**config.mk**
```make
export PLATFORM = sky130hd
export DESIGN_NAME = branch_resolve
export DESIGN_NICKNAME = d
export VERILOG_FILES = /design/src/branch_core_pkg.sv /design/src/branch_isa_pkg.sv /design/src/branch_resolve.sv
export SDC_FILE = /design/constraint.sdc
export NUM_CORES = 1
export LEC_CHECK = 0
export ABC_AREA = 1
export BUFFER_PORTS_ARGS = -buffer_cell sky130_fd_sc_hd__buf_2
export CORE_MARGIN = 2
export CORE_UTILIZATION = 50
export DETAILED_ROUTE_END_ITERATION = 12
export PLACE_DENSITY_LB_ADDON = 0.3
export SYNTH_ARGS = -nofsm -noshare
export SYNTH_HDL_FRONTEND = slang
export SYNTH_SLANG_ARGS = --single-unit
```
**constraint.sdc**
```tcl
create_clock -name clk -period 3.4 [get_ports clk]
set_input_delay 0.17 -clock clk [delete_from_list [all_inputs] [get_ports clk]]
set_output_delay 0.17 -clock clk [all_outputs]
set_load 0.01 [all_outputs]
```
**src/branch_core_pkg.sv**
```systemverilog
`default_nettype none

package branch_core_pkg;

    localparam int XLEN       = 32;   // data and pc width
    localparam int PTAG_W     = 6;    // physical register tag
    localparam int PREG_COUNT = 64;
    localparam int INUM_W     = 32;   // sequence number from dispatch
    localparam int RS_DEPTH   = 16;
    localparam int RS_PTR_W   = 5;    // index plus wrap bit

endpackage

`default_nettype wire

```
**src/branch_isa_pkg.sv**
```systemverilog
`default_nettype none

package branch_isa_pkg;

    // major opcodes handled by the branch unit
    localparam logic [6:0] OP_BRANCH = 7'b1100011;
    localparam logic [6:0] OP_JAL    = 7'b1101111;
    localparam logic [6:0] OP_JALR   = 7'b1100111;

    // conditional branch funct3
    localparam logic [2:0] F3_BEQ  = 3'b000;
    localparam logic [2:0] F3_BNE  = 3'b001;
    localparam logic [2:0] F3_BLT  = 3'b100;
    localparam logic [2:0] F3_BGE  = 3'b101;
    localparam logic [2:0] F3_BLTU = 3'b110;
    localparam logic [2:0] F3_BGEU = 3'b111;

    typedef struct packed {
        logic       imm12;
        logic [5:0] imm10_5;
        logic [4:0] rs2;
        logic [4:0] rs1;
        logic [2:0] funct3;
        logic [3:0] imm4_1;     // sits in the rd slot
        logic       imm11;
        logic [6:0] opcode;
    } b_type_t;

    typedef struct packed {
        logic       imm20;
        logic [9:0] imm10_1;
        logic       imm11;
        logic [7:0] imm19_12;
        logic [4:0] rd;
        logic [6:0] opcode;
    } j_type_t;

    typedef struct packed {
        logic [11:0] imm;
        logic [4:0]  rs1;
        logic [2:0]  funct3;
        logic [4:0]  rd;
        logic [6:0]  opcode;
    } i_type_t;

    // one instruction word, three decodings
    typedef union packed {
        b_type_t b_view;
        j_type_t j_view;
        i_type_t i_view;
    } inst_word_u;

endpackage

`default_nettype wire

```
**src/branch_resolve.sv**
```systemverilog
`timescale 1ns/100ps
`default_nettype none

module branch_resolve (
    input  logic                               clk,
    input  logic                               reset,
    input  logic                               rd_valid,
    input  logic [branch_core_pkg::INUM_W-1:0] rd_inum,
    input  logic [branch_core_pkg::XLEN-1:0]   rd_pc,
    input  branch_isa_pkg::inst_word_u         rd_inst,
    input  logic [branch_core_pkg::PTAG_W-1:0] rd_rd_tag,
    input  logic                               rd_pred_taken,
    input  logic [branch_core_pkg::XLEN-1:0]   rd_pred_target,
    input  logic [branch_core_pkg::XLEN-1:0]   rd_src1_data,
    input  logic [branch_core_pkg::XLEN-1:0]   rd_src2_data,
    output logic                               resolve_valid,
    output logic [branch_core_pkg::INUM_W-1:0] resolve_inum,
    output logic                               resolve_taken,
    output logic                               mispredict,
    output logic [branch_core_pkg::XLEN-1:0]   redirect_pc,
    output logic                               link_valid,
    output logic [branch_core_pkg::PTAG_W-1:0] link_tag,
    output logic [branch_core_pkg::XLEN-1:0]   link_data
);

    logic [branch_core_pkg::XLEN-1:0] b_imm;
    logic [branch_core_pkg::XLEN-1:0] j_imm;
    logic [branch_core_pkg::XLEN-1:0] i_imm;
    logic [branch_core_pkg::XLEN-1:0] target;
    logic [branch_core_pkg::XLEN-1:0] pc_plus4;
    logic                             cond;
    logic                             taken;
    logic                             is_jump;
    logic                             miss;
    logic                             live;

    // immediates from the scattered fields
    assign b_imm = {{19{rd_inst.b_view.imm12}}, rd_inst.b_view.imm12, rd_inst.b_view.imm11,
                    rd_inst.b_view.imm10_5, rd_inst.b_view.imm4_1, 1'b0};
    assign j_imm = {{11{rd_inst.j_view.imm20}}, rd_inst.j_view.imm20, rd_inst.j_view.imm19_12,
                    rd_inst.j_view.imm11, rd_inst.j_view.imm10_1, 1'b0};
    assign i_imm = {{20{rd_inst.i_view.imm[11]}}, rd_inst.i_view.imm};
    assign pc_plus4 = rd_pc + 32'd4;

    always_comb begin
        case (rd_inst.b_view.funct3)
            branch_isa_pkg::F3_BEQ:  cond = (rd_src1_data == rd_src2_data);
            branch_isa_pkg::F3_BNE:  cond = (rd_src1_data != rd_src2_data);
            branch_isa_pkg::F3_BLT:  cond = ($signed(rd_src1_data) < $signed(rd_src2_data));
            branch_isa_pkg::F3_BGE:  cond = ($signed(rd_src1_data) >= $signed(rd_src2_data));
            branch_isa_pkg::F3_BLTU: cond = (rd_src1_data < rd_src2_data);
            branch_isa_pkg::F3_BGEU: cond = (rd_src1_data >= rd_src2_data);
            default:                 cond = 1'b0;
        endcase
    end

    always_comb begin
        taken   = 1'b0;
        is_jump = 1'b0;
        target  = rd_pc + b_imm;
        case (rd_inst.i_view.opcode)
            branch_isa_pkg::OP_BRANCH: taken = cond;
            branch_isa_pkg::OP_JAL: begin
                taken   = 1'b1;
                is_jump = 1'b1;
                target  = rd_pc + j_imm;
            end
            branch_isa_pkg::OP_JALR: begin
                taken     = 1'b1;
                is_jump   = 1'b1;
                target    = rd_src1_data + i_imm;
                target[0] = 1'b0;
            end
            default: ;
        endcase
    end

    assign miss = (taken != rd_pred_taken) || (taken && rd_pred_taken && target != rd_pred_target);
    // the stage behind a mispredict holds a younger branch
    assign live = rd_valid && !mispredict;

    always_ff @(posedge clk) begin
        if (reset) begin
            resolve_valid <= 1'b0;
            mispredict    <= 1'b0;
            link_valid    <= 1'b0;
        end else begin
            resolve_valid <= live;
            mispredict    <= live && miss;
            link_valid    <= live && is_jump;
        end
    end

    always_ff @(posedge clk) begin
        if (rd_valid) begin
            resolve_inum  <= rd_inum;
            resolve_taken <= taken;
            redirect_pc   <= taken ? target : pc_plus4;
            link_tag      <= rd_rd_tag;
            link_data     <= pc_plus4;   // return address
        end
    end

endmodule

`default_nettype wire

```
== Word-level counts from Yosys, hierarchy flattened ==
Index checks and enable logic that the tools add are counted.

* Mux-type cells: 5
* Bitwise gates (word level): 0
* Multiply operators: 0
* Add/subtract/negate cells: 4
* Eq/ne operators: 12
* $lt $le $gt $ge: 4
* Reductions and logical operators: 9
* Div/mod/pow operators: 0
* Shifts and indexed selects: 0

{| class="wikitable"
|+ Operator list
! cell !! count
|-
| 32-bit adder || 3
|-
| 32-bit >= comparator || 2
|-
| 32-bit < comparator || 2
|-
| 32-bit inequality test || 2
|-
| 32-bit one-hot mux with 2 select lines || 1
|-
| 32-bit by 3-bit adder with 32-bit output, second input constant || 1
|-
| 32-bit equality test || 1
|-
| 32-bit two-way mux || 1
|-
| 7-bit equality test, second input constant || 3
|-
| 3-bit equality test, second input constant || 4
|-
| 1-bit one-hot mux with 6 select lines || 1
|-
| 1-bit logical AND || 5
|-
| 3-bit by 1-bit equality test with 1-bit output, second input constant || 1
|-
| 3-bit logical NOT || 1
|-
| 1-bit one-hot mux with 2 select lines || 1
|-
| 2-bit OR reduction || 1
|-
| 1-bit logical NOT || 1
|-
| 1-bit logical OR || 1
|-
| 1-bit two-way mux || 1
|-
| 1-bit inequality test || 1
|}

* ROM bits: 0
* Latch bits: 0
* Input port bits: 202
* Flip-flop bits (word level): 106
* Output and inout port bits: 106
* Memory bits (writable): 0
* Memories kept: 0
* Logic and storage cells: 42

== Longest topological paths before layout ==
* Depth after elaboration: 7
* Mapped depth: 30
* Depth with buffers taken out: 29

== Least setup slack after synthesis ==
Ideal clock, no wire load.

* Kind: input to register
* Start: input rd_inst[6] (netlist bit)
* End: register mispredict
* Stages on the path: 26
* Required time: 3.284 ns
* Path slack: 0.293 ns
* Data arrival time: 2.991 ns
* Path buffers: 1
* Library setup time: 0.116 ns
* Path through: nand2_1 > nor2_1 > inv_1 > nor4_2 > inv_1 > clkbuf_1 > o21ai_0 > inv_1 > ha_1 > nand2_1 > nor2_1 > nand2_1 > inv_1 > nand2_1 > nand2_1 > nand2_1 > nand3_1 > nand3_1 > nand2_1 > nand2_1 > nand2_1 > nand3_1 > nor2_1 > nand3_1 > nand2_1 > a21oi_1

* Cells in the longest elaborated chain, start to end: 7
* Elaborated cells on any way between the ends: 12
* Classes of those cells: 5 x eq/ne; 2 x mux; 5 x reduce/logical

{| class="wikitable"
|+ Ends and longest elaborated chain
! what !! line !! text
|-
| from (decl) || branch_resolve.sv:10 || <nowiki>input branch_isa_pkg::inst_word_u rd_inst,</nowiki>
|-
| branches (longest 5 deep; another with 32-bit one-hot mux with 2 select lines) || n/a ||
|-
| 1-bit logical OR (*) || branch_resolve.sv:78 || <nowiki>assign miss = (taken != rd_pred_taken) || (taken && rd_pred_taken && target != rd_pred_target);</nowiki>
|-
| 1-bit logical AND (*) || branch_resolve.sv:89 || <nowiki>mispredict <= live && miss;</nowiki>
|-
| to (signal assigned) || branch_resolve.sv:89 ||
|-
| to (decl) || branch_resolve.sv:19 || <nowiki>output logic mispredict,</nowiki>
|}

Mark *: on every way between the ends.
A chain may end at the register's enable or synchronous reset.

== Final worst setup path ==
Same ends and word-level chain as after synthesis.

==> reports/summary.txt <==
Clock Tree Buf Depth -> 2
Post-synthesis sequential area ratio -> 0.278
Initial antenna violation count -> 1
Ports -> 308
FF+latch count, synth -> 106
Avg WL per Cell -> 15.0 um
CTS tree -> done
Avg Inst Size Synth -> 6.27 um2
Largest net degree at the start of global routing -> 61
Final setup violation count -> 0
Worst hold margin -> 0.0174 ns
Die X -> 155 um
Iteration-0 DRC count of the detailed router -> 808
CP max FO -> 8
Final worst path period need -> 3.06 ns
Peak supply drop -> 0.000252 V
Max Fclk -> 327 MHz
Grt ovf -> 0
Pwr/cell area -> 303 nW/um2
Leak -> 8.15 nW
Final TNS setup -> 0 ns
Dpl ws -> -0.0231 ns
1st-pass router iterations -> 6
Largest delay share family, worst path -> simple AND/OR/NAND/NOR gates
Die area -> 23900 um2
Syn Nets -> 2111
Relative slew slack -> 0.484
Tightest Hold Check Type -> input port to flip-flop
Hold Violations, Final -> 0
Crit-path max cell delay -> 0.38 ns
Design area -> 14100 um2
RSZ-0062 raised after global routing -> no
Async set or reset register ratio after synthesis -> 0
Initial Utilization -> 0.506
CP Class -> input port to flip-flop
Vias in the first global route -> 11900
Clock Latency Late Sink -> 0.35 ns
Max-cap violation count -> 0
Htree depth -> 3
Gpl congestion -> 0.982
Yosys warnings -> 0
Routed via count -> 12600
GRT Util Overall -> 0.303
Die Height -> 155 um
Core Region -> 22400 um2
First-pass GRT wire length -> 57400 um
Crit path capture type -> flip-flop
Post-synthesis compound-gate area fraction -> 0.0353
Total CTS buffers -> 9
Placed Area -> 13400 um2
Primary FF master, synth -> edfxtp_1
Clock-pin slew on the worst setup and hold paths -> 0.08 ns
Period utilisation layout -> 0.900
Final WS setup -> 0.340 ns
Final Net Count -> 2480
CTS root buf -> clkbuf_16
Final Power -> 4.27 mW
Cell repeated most along the worst path -> nand2_1
Buf+Inv Stages, Crit Path -> 5
CP required -> 3.65 ns
Final Skew -> 0.000430 ns
CP Launch Type -> input port
Commonest non-fill, non-tap cell in the layout -> nand2_1
Filler Cell Count -> 2145
XOR/XNOR Fraction of Synth Area -> 0.0251
Clk sinks -> 106
Layout cells sized above 1 -> 0.178
Row Count -> 55
EDFF count, synth -> 103
Post-Synth Simple-Gate Area -> 0.420
Final Routed Wirelength -> 37100 um
Yosys cell types -> 40
Outcome -> finished clean
Synth Cell Area -> 11300 um2
Worst path arrival time -> 3.31 ns
Adder-Cell Fraction of Synth Area -> 0.112
Area Growth Syn to Fin -> 24.2%
Post-CTS Setup Bufs -> 0
Post-Syn Instances -> 1809
HPWL Detailed -> 31000 um
Ant diodes -> 0
Slew of the pin with the lowest slew margin -> 0.773 ns
Mux cell area share after synthesis -> 0
Max Slew Vio Count -> 0
Combinational family with the most area after synthesis -> simple AND/OR/NAND/NOR gates
Number of port buffers -> 307
DR vias/cell -> 5.11
Slowest-stage cell, CP -> ha_2
Commonest cells after routing, fill and taps aside -> 681 x nand2_1, 368 x inv_1, 306 x buf_2, 205 x nand3_1, 110 x nor2_1
Post-route DRC -> 0
Post-DRT Antenna Nets -> 0
[layout make-up]
class | instances | area (um2) | area share
Inverter | 372 | 1400 | 0.0990
Multi-Input combinational cell | 1314 | 6740 | 0.478
Clock buffer | 10 | 229 | 0.0162
Tap cell | 285 | 357 | 0.0253
Sequential cell | 106 | 3150 | 0.224
Clock inverter | 6 | 55.1 | 0.00390
Timing Repair Buffer | 375 | 2170 | 0.154
[metal layers]
layer | GRT usage | wire length (um)
met1 | 0.381 | 15600
met2 | 0.537 | 17500
met3 | 0.0359 | 2720
met4 | 0.108 | 1210
met5 | 0 | 0
[registers in the layout, summed over array words and instances, names as in the netlist]
signal / cells
link_data: 32
resolve_valid: 1
link_tag: 6
link_valid: 1
resolve_taken: 1
resolve_inum: 32
mispredict: 1
redirect_pc: 32
[synth_stat cells, types with 3 or more instances]
cell type | number | share of area
a21oi_1 | 52 | 0.023
buf_2 | 12 | 0.0053
nand2_2 | 4 | 0.0022
dfxtp_1 | 3 | 0.0053
edfxtp_1 | 103 | 0.27
o21ai_0 | 15 | 0.0066
nand4_1 | 31 | 0.017
xnor2_1 | 6 | 0.0046
inv_1 | 369 | 0.12
ha_1 | 98 | 0.11
nor2_1 | 114 | 0.038
or2_2 | 4 | 0.0022
xnor2_2 | 3 | 0.0043
nand3_2 | 4 | 0.0035
nand3_1 | 205 | 0.090
nor3_1 | 24 | 0.011
nand3b_1 | 23 | 0.015
xor2_1 | 21 | 0.016
nor2_4 | 4 | 0.0040
nand2_1 | 681 | 0.23
clkbuf_1 | 4 | 0.0013
[through the flow]
stage               utilization  std cells
global placement          0.598       2415
CTS                       0.627       2467
global route              0.628       2468
floorplan                     -       1809
detailed placement        0.598       2415
finish                    0.628       2468
[cell families after synthesis]
| family | after synthesis |
|---|---|
| fa+ha+maj | 100 |
| buf+inv | 389 |
| flops | 106 |
| xor+xnor | 30 |
| simple gates | 1108 |
| compound gates | 76 |
[what timing repair did]
item                                    CTS  global route
gates resized for setup                   0             7
hold buffers                             36             1
endpoints found under the hold margin    36             1
endpoints found under the setup margin    0             1
[final timing paths]
| check | startpoint | to | slack [ns] | cells past startpoint |
|---|---|---|---|---|
| hold / removal | rd_inum[5] | resolve_inum[5] | 0.02 | 1 |
| hold reg to reg | mispredict | resolve_valid | 0.54 | 3 |
| setup reg to reg | mispredict | mispredict | 2.55 | 5 |
| setup / recovery | rd_inst[6] | mispredict | 0.34 | 27 |
[report_power, final]
| group | switching [mW] | internal [mW] | total, mW |
|---|---|---|---|
| sequential | 0.0261 | 1.55 | 1.58 |
| clock | 0.490 | 0.513 | 1.00 |
| combinational | 1.05 | 0.634 | 1.69 |
Note: power is estimated with default switching activity, not from simulation.
