===== config.mk =====
export PLATFORM = sky130hd
export DESIGN_NAME = branch_rs
export DESIGN_NICKNAME = d
export VERILOG_FILES = /design/src/branch_core_pkg.sv /design/src/branch_isa_pkg.sv /design/src/branch_rs.sv
export SDC_FILE = /design/constraint.sdc
export NUM_CORES = 2
export LEC_CHECK = 0
export BUFFER_PORTS_ARGS = -buffer_cell sky130_fd_sc_hd__buf_2
export CORE_MARGIN = 4
export CORE_UTILIZATION = 50
export CTS_CLUSTER_DIAMETER = 60
export DETAILED_ROUTE_END_ITERATION = 12
export HOLD_SLACK_MARGIN = 0.05
export PLACE_DENSITY = 0.66
export SYNTH_ARGS = -nofsm -noshare
export SYNTH_HDL_FRONTEND = slang
export SYNTH_SLANG_ARGS = --single-unit

===== constraint.sdc =====
create_clock -name clk -period 8 [get_ports clk]
set_input_delay 0.8 -clock clk [delete_from_list [all_inputs] [get_ports clk]]
set_output_delay 0.8 -clock clk [all_outputs]
set_load 0.02 [all_outputs]

===== src/branch_core_pkg.sv =====
`default_nettype none

package branch_core_pkg;

    localparam int XLEN       = 32;   // data and pc width
    localparam int PTAG_W     = 6;    // physical register tag
    localparam int PREG_COUNT = 64;
    localparam int INUM_W     = 32;   // sequence number from dispatch
    localparam int RS_DEPTH   = 16;
    localparam int RS_PTR_W   = 5;    // index plus wrap bit

endpackage

`default_nettype wire


===== src/branch_isa_pkg.sv =====
`default_nettype none

package branch_isa_pkg;

    // major opcodes handled by the branch unit
    localparam logic [6:0] OP_BRANCH = 7'b1100011;
    localparam logic [6:0] OP_JAL    = 7'b1101111;
    localparam logic [6:0] OP_JALR   = 7'b1100111;

    // conditional branch funct3
    localparam logic [2:0] F3_BEQ  = 3'b000;
    localparam logic [2:0] F3_BNE  = 3'b001;
    localparam logic [2:0] F3_BLT  = 3'b100;
    localparam logic [2:0] F3_BGE  = 3'b101;
    localparam logic [2:0] F3_BLTU = 3'b110;
    localparam logic [2:0] F3_BGEU = 3'b111;

    typedef struct packed {
        logic       imm12;
        logic [5:0] imm10_5;
        logic [4:0] rs2;
        logic [4:0] rs1;
        logic [2:0] funct3;
        logic [3:0] imm4_1;     // sits in the rd slot
        logic       imm11;
        logic [6:0] opcode;
    } b_type_t;

    typedef struct packed {
        logic       imm20;
        logic [9:0] imm10_1;
        logic       imm11;
        logic [7:0] imm19_12;
        logic [4:0] rd;
        logic [6:0] opcode;
    } j_type_t;

    typedef struct packed {
        logic [11:0] imm;
        logic [4:0]  rs1;
        logic [2:0]  funct3;
        logic [4:0]  rd;
        logic [6:0]  opcode;
    } i_type_t;

    // one instruction word, three decodings
    typedef union packed {
        b_type_t b_view;
        j_type_t j_view;
        i_type_t i_view;
    } inst_word_u;

endpackage

`default_nettype wire


===== src/branch_rs.sv =====
`timescale 1ns/100ps
`default_nettype none

module branch_rs (
    input  logic                                 clk,
    input  logic                                 reset,
    input  logic                                 flush,
    input  logic                                 dispatch_valid,
    input  logic [branch_core_pkg::INUM_W-1:0]   dispatch_inum,
    input  logic [branch_core_pkg::XLEN-1:0]     dispatch_pc,
    input  branch_isa_pkg::inst_word_u           dispatch_inst,
    input  logic [branch_core_pkg::PTAG_W-1:0]   dispatch_rd_tag,
    input  logic [branch_core_pkg::PTAG_W-1:0]   dispatch_src1_tag,
    input  logic [branch_core_pkg::PTAG_W-1:0]   dispatch_src2_tag,
    input  logic                                 dispatch_src1_ready,
    input  logic                                 dispatch_src2_ready,
    input  logic                                 dispatch_pred_taken,
    input  logic [branch_core_pkg::XLEN-1:0]     dispatch_pred_target,
    input  logic                                 wb0_valid,
    input  logic [branch_core_pkg::PTAG_W-1:0]   wb0_tag,
    input  logic                                 wb1_valid,
    input  logic [branch_core_pkg::PTAG_W-1:0]   wb1_tag,
    output logic                                 rs_full,
    output logic                                 iss_valid,
    output logic [branch_core_pkg::INUM_W-1:0]   iss_inum,
    output logic [branch_core_pkg::XLEN-1:0]     iss_pc,
    output branch_isa_pkg::inst_word_u           iss_inst,
    output logic [branch_core_pkg::PTAG_W-1:0]   iss_rd_tag,
    output logic [branch_core_pkg::PTAG_W-1:0]   iss_src1_tag,
    output logic [branch_core_pkg::PTAG_W-1:0]   iss_src2_tag,
    output logic                                 iss_pred_taken,
    output logic [branch_core_pkg::XLEN-1:0]     iss_pred_target
);

    localparam int DEPTH = branch_core_pkg::RS_DEPTH;
    localparam int IDX_W = branch_core_pkg::RS_PTR_W - 1;

    logic [branch_core_pkg::INUM_W-1:0] inum_q        [DEPTH];
    logic [branch_core_pkg::XLEN-1:0]   pc_q          [DEPTH];
    branch_isa_pkg::inst_word_u         inst_q        [DEPTH];
    logic [branch_core_pkg::PTAG_W-1:0] rd_tag_q      [DEPTH];
    logic [branch_core_pkg::PTAG_W-1:0] src1_tag_q    [DEPTH];
    logic [branch_core_pkg::PTAG_W-1:0] src2_tag_q    [DEPTH];
    logic [branch_core_pkg::XLEN-1:0]   pred_target_q [DEPTH];
    logic [DEPTH-1:0]                   pred_taken_q;
    logic [DEPTH-1:0]                   rdy1;
    logic [DEPTH-1:0]                   rdy2;

    logic [branch_core_pkg::RS_PTR_W-1:0] head;
    logic [branch_core_pkg::RS_PTR_W-1:0] tail;
    logic [IDX_W-1:0]                     head_idx;
    logic [IDX_W-1:0]                     tail_idx;
    logic                                 empty;
    logic                                 push;
    logic                                 head_ready;

    // tag hit on either result bus
    function automatic logic woken(input logic [branch_core_pkg::PTAG_W-1:0] tag);
        return (wb0_valid && wb0_tag == tag) || (wb1_valid && wb1_tag == tag);
    endfunction

    assign head_idx   = head[IDX_W-1:0];
    assign tail_idx   = tail[IDX_W-1:0];
    assign empty      = (head == tail);
    assign rs_full    = (head[IDX_W] != tail[IDX_W]) && (head_idx == tail_idx);
    assign push       = dispatch_valid && !rs_full && !flush;   // dropped when full
    assign head_ready = !empty && rdy1[head_idx] && rdy2[head_idx];

    always_ff @(posedge clk) begin
        if (push) begin
            inum_q[tail_idx]        <= dispatch_inum;
            pc_q[tail_idx]          <= dispatch_pc;
            inst_q[tail_idx]        <= dispatch_inst;
            rd_tag_q[tail_idx]      <= dispatch_rd_tag;
            src1_tag_q[tail_idx]    <= dispatch_src1_tag;
            src2_tag_q[tail_idx]    <= dispatch_src2_tag;
            pred_taken_q[tail_idx]  <= dispatch_pred_taken;
            pred_target_q[tail_idx] <= dispatch_pred_target;
        end
        if (head_ready) begin
            iss_inum        <= inum_q[head_idx];
            iss_pc          <= pc_q[head_idx];
            iss_inst        <= inst_q[head_idx];
            iss_rd_tag      <= rd_tag_q[head_idx];
            iss_src1_tag    <= src1_tag_q[head_idx];
            iss_src2_tag    <= src2_tag_q[head_idx];
            iss_pred_taken  <= pred_taken_q[head_idx];
            iss_pred_target <= pred_target_q[head_idx];
        end
    end

    always_ff @(posedge clk) begin
        if (reset || flush) begin
            head      <= '0;
            tail      <= '0;
            rdy1      <= '0;
            rdy2      <= '0;
            iss_valid <= 1'b0;
        end else begin
            // wakeup of waiting sources
            for (int i = 0; i < DEPTH; i++) begin
                if (woken(src1_tag_q[i])) rdy1[i] <= 1'b1;
                if (woken(src2_tag_q[i])) rdy2[i] <= 1'b1;
            end
            if (push) begin
                // a broadcast in the dispatch cycle counts too
                rdy1[tail_idx] <= dispatch_src1_ready || woken(dispatch_src1_tag);
                rdy2[tail_idx] <= dispatch_src2_ready || woken(dispatch_src2_tag);
                tail <= tail + 1'b1;
            end
            if (head_ready) head <= head + 1'b1;   // strictly in order
            iss_valid <= head_ready;
        end
    end

endmodule

`default_nettype wire


# Yosys cells after proc, flatten, opt, wreduce, memory -nomap -nowiden

Memory sizes are Yosys's and may differ from the RTL's. A register that Yosys moved wholly into a read port is not among the register bits.
Index checks and enable logic that the tools add are counted.

Flip-flop bits (word level): 60
RAM bits: 2336
Bits of input ports: 167
Output and inout bits: 149
Word-level logic and storage cells: 283
Memories: 7

$add $sub $neg: 2
Order comparisons: 3
Equal/unequal tests: 71
Muxes and demuxes: 79
Reduce and logical (&&, ||, !) cells: 114

Memories:

| name          | depth | width | read ports | clocked after memory_dff | write ports | line            | text |
|---|---|---|---|---|---|---|---|
| inst_q        | 16    | 32    | 1          | 1                        | 1           | branch_rs.sv:40 | `branch_isa_pkg::inst_word_u inst_q [DEPTH];` |
| inum_q        | 16    | 32    | 1          | 1                        | 1           | branch_rs.sv:38 | `logic [branch_core_pkg::INUM_W-1:0] inum_q [DEPTH];` |
| pc_q          | 16    | 32    | 1          | 1                        | 1           | branch_rs.sv:39 | `logic [branch_core_pkg::XLEN-1:0] pc_q [DEPTH];` |
| pred_target_q | 16    | 32    | 1          | 1                        | 1           | branch_rs.sv:44 | `logic [branch_core_pkg::XLEN-1:0] pred_target_q [DEPTH];` |
| rd_tag_q      | 16    | 6     | 1          | 1                        | 1           | branch_rs.sv:41 | `logic [branch_core_pkg::PTAG_W-1:0] rd_tag_q [DEPTH];` |
| src1_tag_q    | 16    | 6     | 17         | 1                        | 1           | branch_rs.sv:42 | `logic [branch_core_pkg::PTAG_W-1:0] src1_tag_q [DEPTH];` |
| +1 memories   | --    | --    | --         | --                       | --          | --              |  |

Operators with widths:

| operator                                                                             | count |
|---|---|
| 6-bit == test                                                                        | 68 |
| 1-bit logical AND                                                                    | 74 |
| 1-bit 2-to-1 mux                                                                     | 70 |
| 16-bit bitwise mux                                                                   | 3 |
| 1-bit logical OR                                                                     | 37 |
| 16-bit 2-to-1 mux                                                                    | 2 |
| 1-bit binary-select mux with 4-bit select                                            | 3 |
| 5-bit by 1-bit adder with 5-bit output (second input constant)                       | 2 |
| 4-bit by 5-bit < comparator with 1-bit output (second input constant)                | 2 |
| 5-bit == test                                                                        | 1 |
| 1-bit demux with 4-bit select                                                        | 1 |
| 4-bit == test                                                                        | 1 |
| 4-bit by 1-bit greater-or-equal comparator with 1-bit output (second input constant) | 1 |
| 1-bit logical NOT                                                                    | 3 |
| 1-bit != test                                                                        | 1 |

# Depth between registers and ports, before layout

Depth in word-level cells: 7
Mapped depth: 10
Depth with buffers taken out: 6

# Worst setup path after synthesis

Ideal clock, no wire load.

Path kind: input port to flip-flop
Start point: in dispatch_valid
End point: reg rdy1[0]
Library setup time: 0.135 ns
Arrival time: 6.075 ns
Required time: 7.865 ns
Slack: 1.790 ns
Stages: 6
Path buffers: 1
Cell sequence: nor2b_1 -> nor3b_1 -> and3_1 -> clkbuf_1 -> or2_2 -> a21oi_1

Word-level cells in the longest chain between the ends: 3

Ends and longest elaborated chain:

| element                        | line             | text |
|---|---|---|
| start, declared                | branch_rs.sv:8   | `input logic dispatch_valid,` |
| 1-bit logical AND (2 in a row) | branch_rs.sv:66  | `assign push = dispatch_valid && !rs_full && !flush;` |
| 16-bit 2-to-1 mux              | branch_rs.sv:105 | `if (push) begin` |
| end signal, assigned by index  | branch_rs.sv:107 | `rdy1[tail_idx] <= dispatch_src1_ready \|\| woken(dispatch_src1_tag);` |
| end, declared                  | branch_rs.sv:46  | `logic [DEPTH-1:0] rdy1;` |

Every way passes these cells.
A chain may end at the register's enable or synchronous reset.

# Worst setup path in the final report

Start point: reg head[0] (netlist name)
End point: reg rdy2[6]

Word-level cells in the longest chain between the ends: 6

Ends and longest elaborated chain:

| element                        | line             | text |
|---|---|---|
| start, declared                | branch_rs.sv:49  | `logic [branch_core_pkg::RS_PTR_W-1:0] head;` |
| start signal, assigned         | branch_rs.sv:111 | `if (head_ready) head <= head + 1'b1;` |
| 4-bit == test                  | branch_rs.sv:65  | `assign rs_full = (head[IDX_W] != tail[IDX_W]) && (head_idx == tail_idx);` |
| 1-bit logical AND              | branch_rs.sv:65  |  |
| 1-bit logical NOT              | branch_rs.sv:66  |  |
| 1-bit logical AND (2 in a row) | branch_rs.sv:66  |  |
| 16-bit 2-to-1 mux              | branch_rs.sv:105 |  |
| end signal, assigned by index  | branch_rs.sv:108 | `rdy2[tail_idx] <= dispatch_src2_ready \|\| woken(dispatch_src2_tag);` |
| end, declared                  | branch_rs.sv:47  | `logic [DEPTH-1:0] rdy2;` |

Every way passes these cells.

==> metrics.txt <==
status complete, no violations; register area 75900 um2; Most used DFF post-synth edfxtp_1; Static Leak roughly 34 nW; worst path required time 8.70 ns; number of global-route vias before repair 47700; die area around 210000 um2; post-route antenna net violation count 0; Tmin final ~4.4 ns; fin crit share 0.554; CTS clk-pin slew, worst paths roughly 0.06 ns; Vias ~47000; nets a little under 5000; FFs w/ async S/R, synth 0; Layout Area Growth over Synthesis 12.7%; Worst setup SP type flip-flop; CTS tree built; post-CTS setup buffers 0; Setup violations, final 0; worst r2r dst rdy2[6]; Starting Density 0.504; placer congestion estimate 0.791; Pwr Density around 240 nW/um2; area occupied by multi-input gates ~22000 um2; min-delay src dispatch_valid; Worst Clk Skew around 0.076 ns; die height around 450 um; most frequent cells in the layout 2499 x edfxtp_1, 735 x mux4_2, 315 x buf_2; Hold Path Sink tail[1]; initial antenna violation count 56; post-CTS sizing 0; Hold WS 0.229 ns; GRT Util Overall 0.232; slew margin rel. 0.187; first drt pass iteration count 7; CTS buffer count about 280; Clock Tree Buf Depth 4; via/cell ratio around 6; core area between 150000 and 200000 um2; R2R cell count 7; largest fanout on the critical path between 50 and 60; io pins approximately 320; RSZ-0062 raised after global routing false; R2R setup slack 3.57 ns; placed cell area 104000 um2; first-pass GRT wire length around 340 mm; mapped cell area about 100000 um2; synth warn 0; die width 454 um; num rows about 160; Clock Latency Late Sink 0.93 ns; final non-filler cell total 7559; critical path arrival 5.13 ns; Total Power about 27 mW; final worst slack between 3 and 4 ns; depth of the worst hold-timing path 3; root buffer cell clkbuf_16; post-placement cell count slightly above 7000; sequential area share after synthesis 0.762; layout cells sized above 1 0.313; Hold WC Path Type input port to flip-flop; Post-Place Worst Slack roughly 3.5 ns; worst slew pin tran roughly 1.2 ns; Final Max Slew Viols 0; Post-Syn Area per Cell 23.1 um2; Max Freq between 200 and 250 MHz; setup tns final 0 ns; DRT Wirelength approximately 240 mm; Gate Count Post-Synth 4311; R2R Path Start head[0]; Starting DRT DRC Count between 5000 and 6000; Sink Count approximately 2500; Layout fillers roughly 14000; synthesized flop and latch total 2542; Setup CP Type flip-flop to flip-flop; final instance area ~110000 um2; post-DP HPWL between 100 and 150 mm; syn nets 4483; final core occ 0.568; most common cell after layout, fill and taps aside edfxtp_1; DRC viols 0; Crit. End Element flip-flop; port bufs approximately 320; CTS hold repair buffers 0; final hold viol count 0; largest net degree at the start of global routing about 140; Netlist cell types 42; max cap viols 0; maximum VDD drop roughly 220 uV; CTS H-tree depth 5; number of synthesized flops with an enable pin between 2000 and 2500; grt ovf 0; wire per inst between 30 and 40 um
## power breakdown
group | internal [mW] | total [mW] | switching (mW) | leakage (nW)
registers | 14.7 | 14.7 | 0.0159 | 22.9
clock network | 6.89 | 11.8 | 4.88 | 4.02
logic | 0.165 | 0.532 | 0.367 | 7.35
## synth_stat cells (2+ instances only)
cell type	count	share of area
edfxtp_1	2499	0.75
mux4_2	735	0.17
xnor2_1	211	0.019
xor2_1	207	0.018
clkbuf_1	101	0.0038
buf_2	72	0.0036
nand4_1	70	0.0044
nor4_1	68	0.0043
buf_6	52	0.0059
dfxtp_1	43	0.0086
nand2_1	41	0.0015
a21oi_1	36	0.0018
nor3_1	33	0.0017
or2_2	33	0.0021
buf_1	28	0.0011
and3_1	20	0.0013
nor2_1	11	0.00041
nand3_1	10	0.00050
ha_1	5	0.00063
inv_1	5	0.00019
a211oi_1	2	0.00015
a31o_2	2	0.00018
mux2_2	2	0.00023
mux2i_1	2	0.00020
nand2b_1	2	0.00013
nand3b_1	2	0.00015
nor2b_1	2	0.00013
o211ai_1	2	0.00015
or3_1	2	0.00013
## routing by layer
metal | global-route usage | routed length (um) | up-vias
li1 | - | - | 19000
met1 | 0.332 | 97500 | 25300
met2 | 0.372 | 117000 | 1975
met3 | 0.0410 | 17000 | 429
met4 | 0.0653 | 6360 | 26
met5 | 0 | 176 | -
## worst max path at each step
stage	to	from
after CTS	iss_rd_tag[4]	head[0]
after floorplan	rdy1[0]	dispatch_valid
after global routing	iss_rd_tag[4]	head[0]
after detailed placement	iss_pc[25]	head[0]
final	rdy2[6]	head[0]
after global placement	iss_pc[22]	head[0]
## cell type report
type | count | share of cell area
multi-input combinational | 1510 | 0.199
timing repair buffer | 393 | 0.0216
sequential | 2542 | 0.676
tap | 2640 | 0.0294
clock buffer | 348 | 0.0656
clock inverter | 107 | 0.00764
antenna | 13 | 0.000290
inverter | 6 | 0.000267
## sequential cells by signal (all words and copies together), names as in the netlist, 96 cells and up
name	count
inst_q	512
inum_q	512
pc_q	512
pred_target_q	512
rd_tag_q	96
src1_tag_q	96
src2_tag_q	96
## worst max-delay path, cell delays in order, from the launching register on
cell,delay (ns)
dfxtp_4,0.89
xnor2_1,0.14
nand4_1,0.13
nand2b_1,0.63
and3_4,0.96
buf_4,0.95
or2_2,0.24
a21oi_1,0.06
## logic make-up after synthesis
kind of cell	Yosys count	synth area share
AOI/OAI and AO/OA	50	0.00293
xor gates and xnor gates	418	0.0367
DFF	2542	0.762
muxes	739	0.167
and+or+nand+nor	298	0.0169
buffers and inverters	259	0.0146
adders and majority gates	5	0.000628
Power figures use the tool's default switching activity.
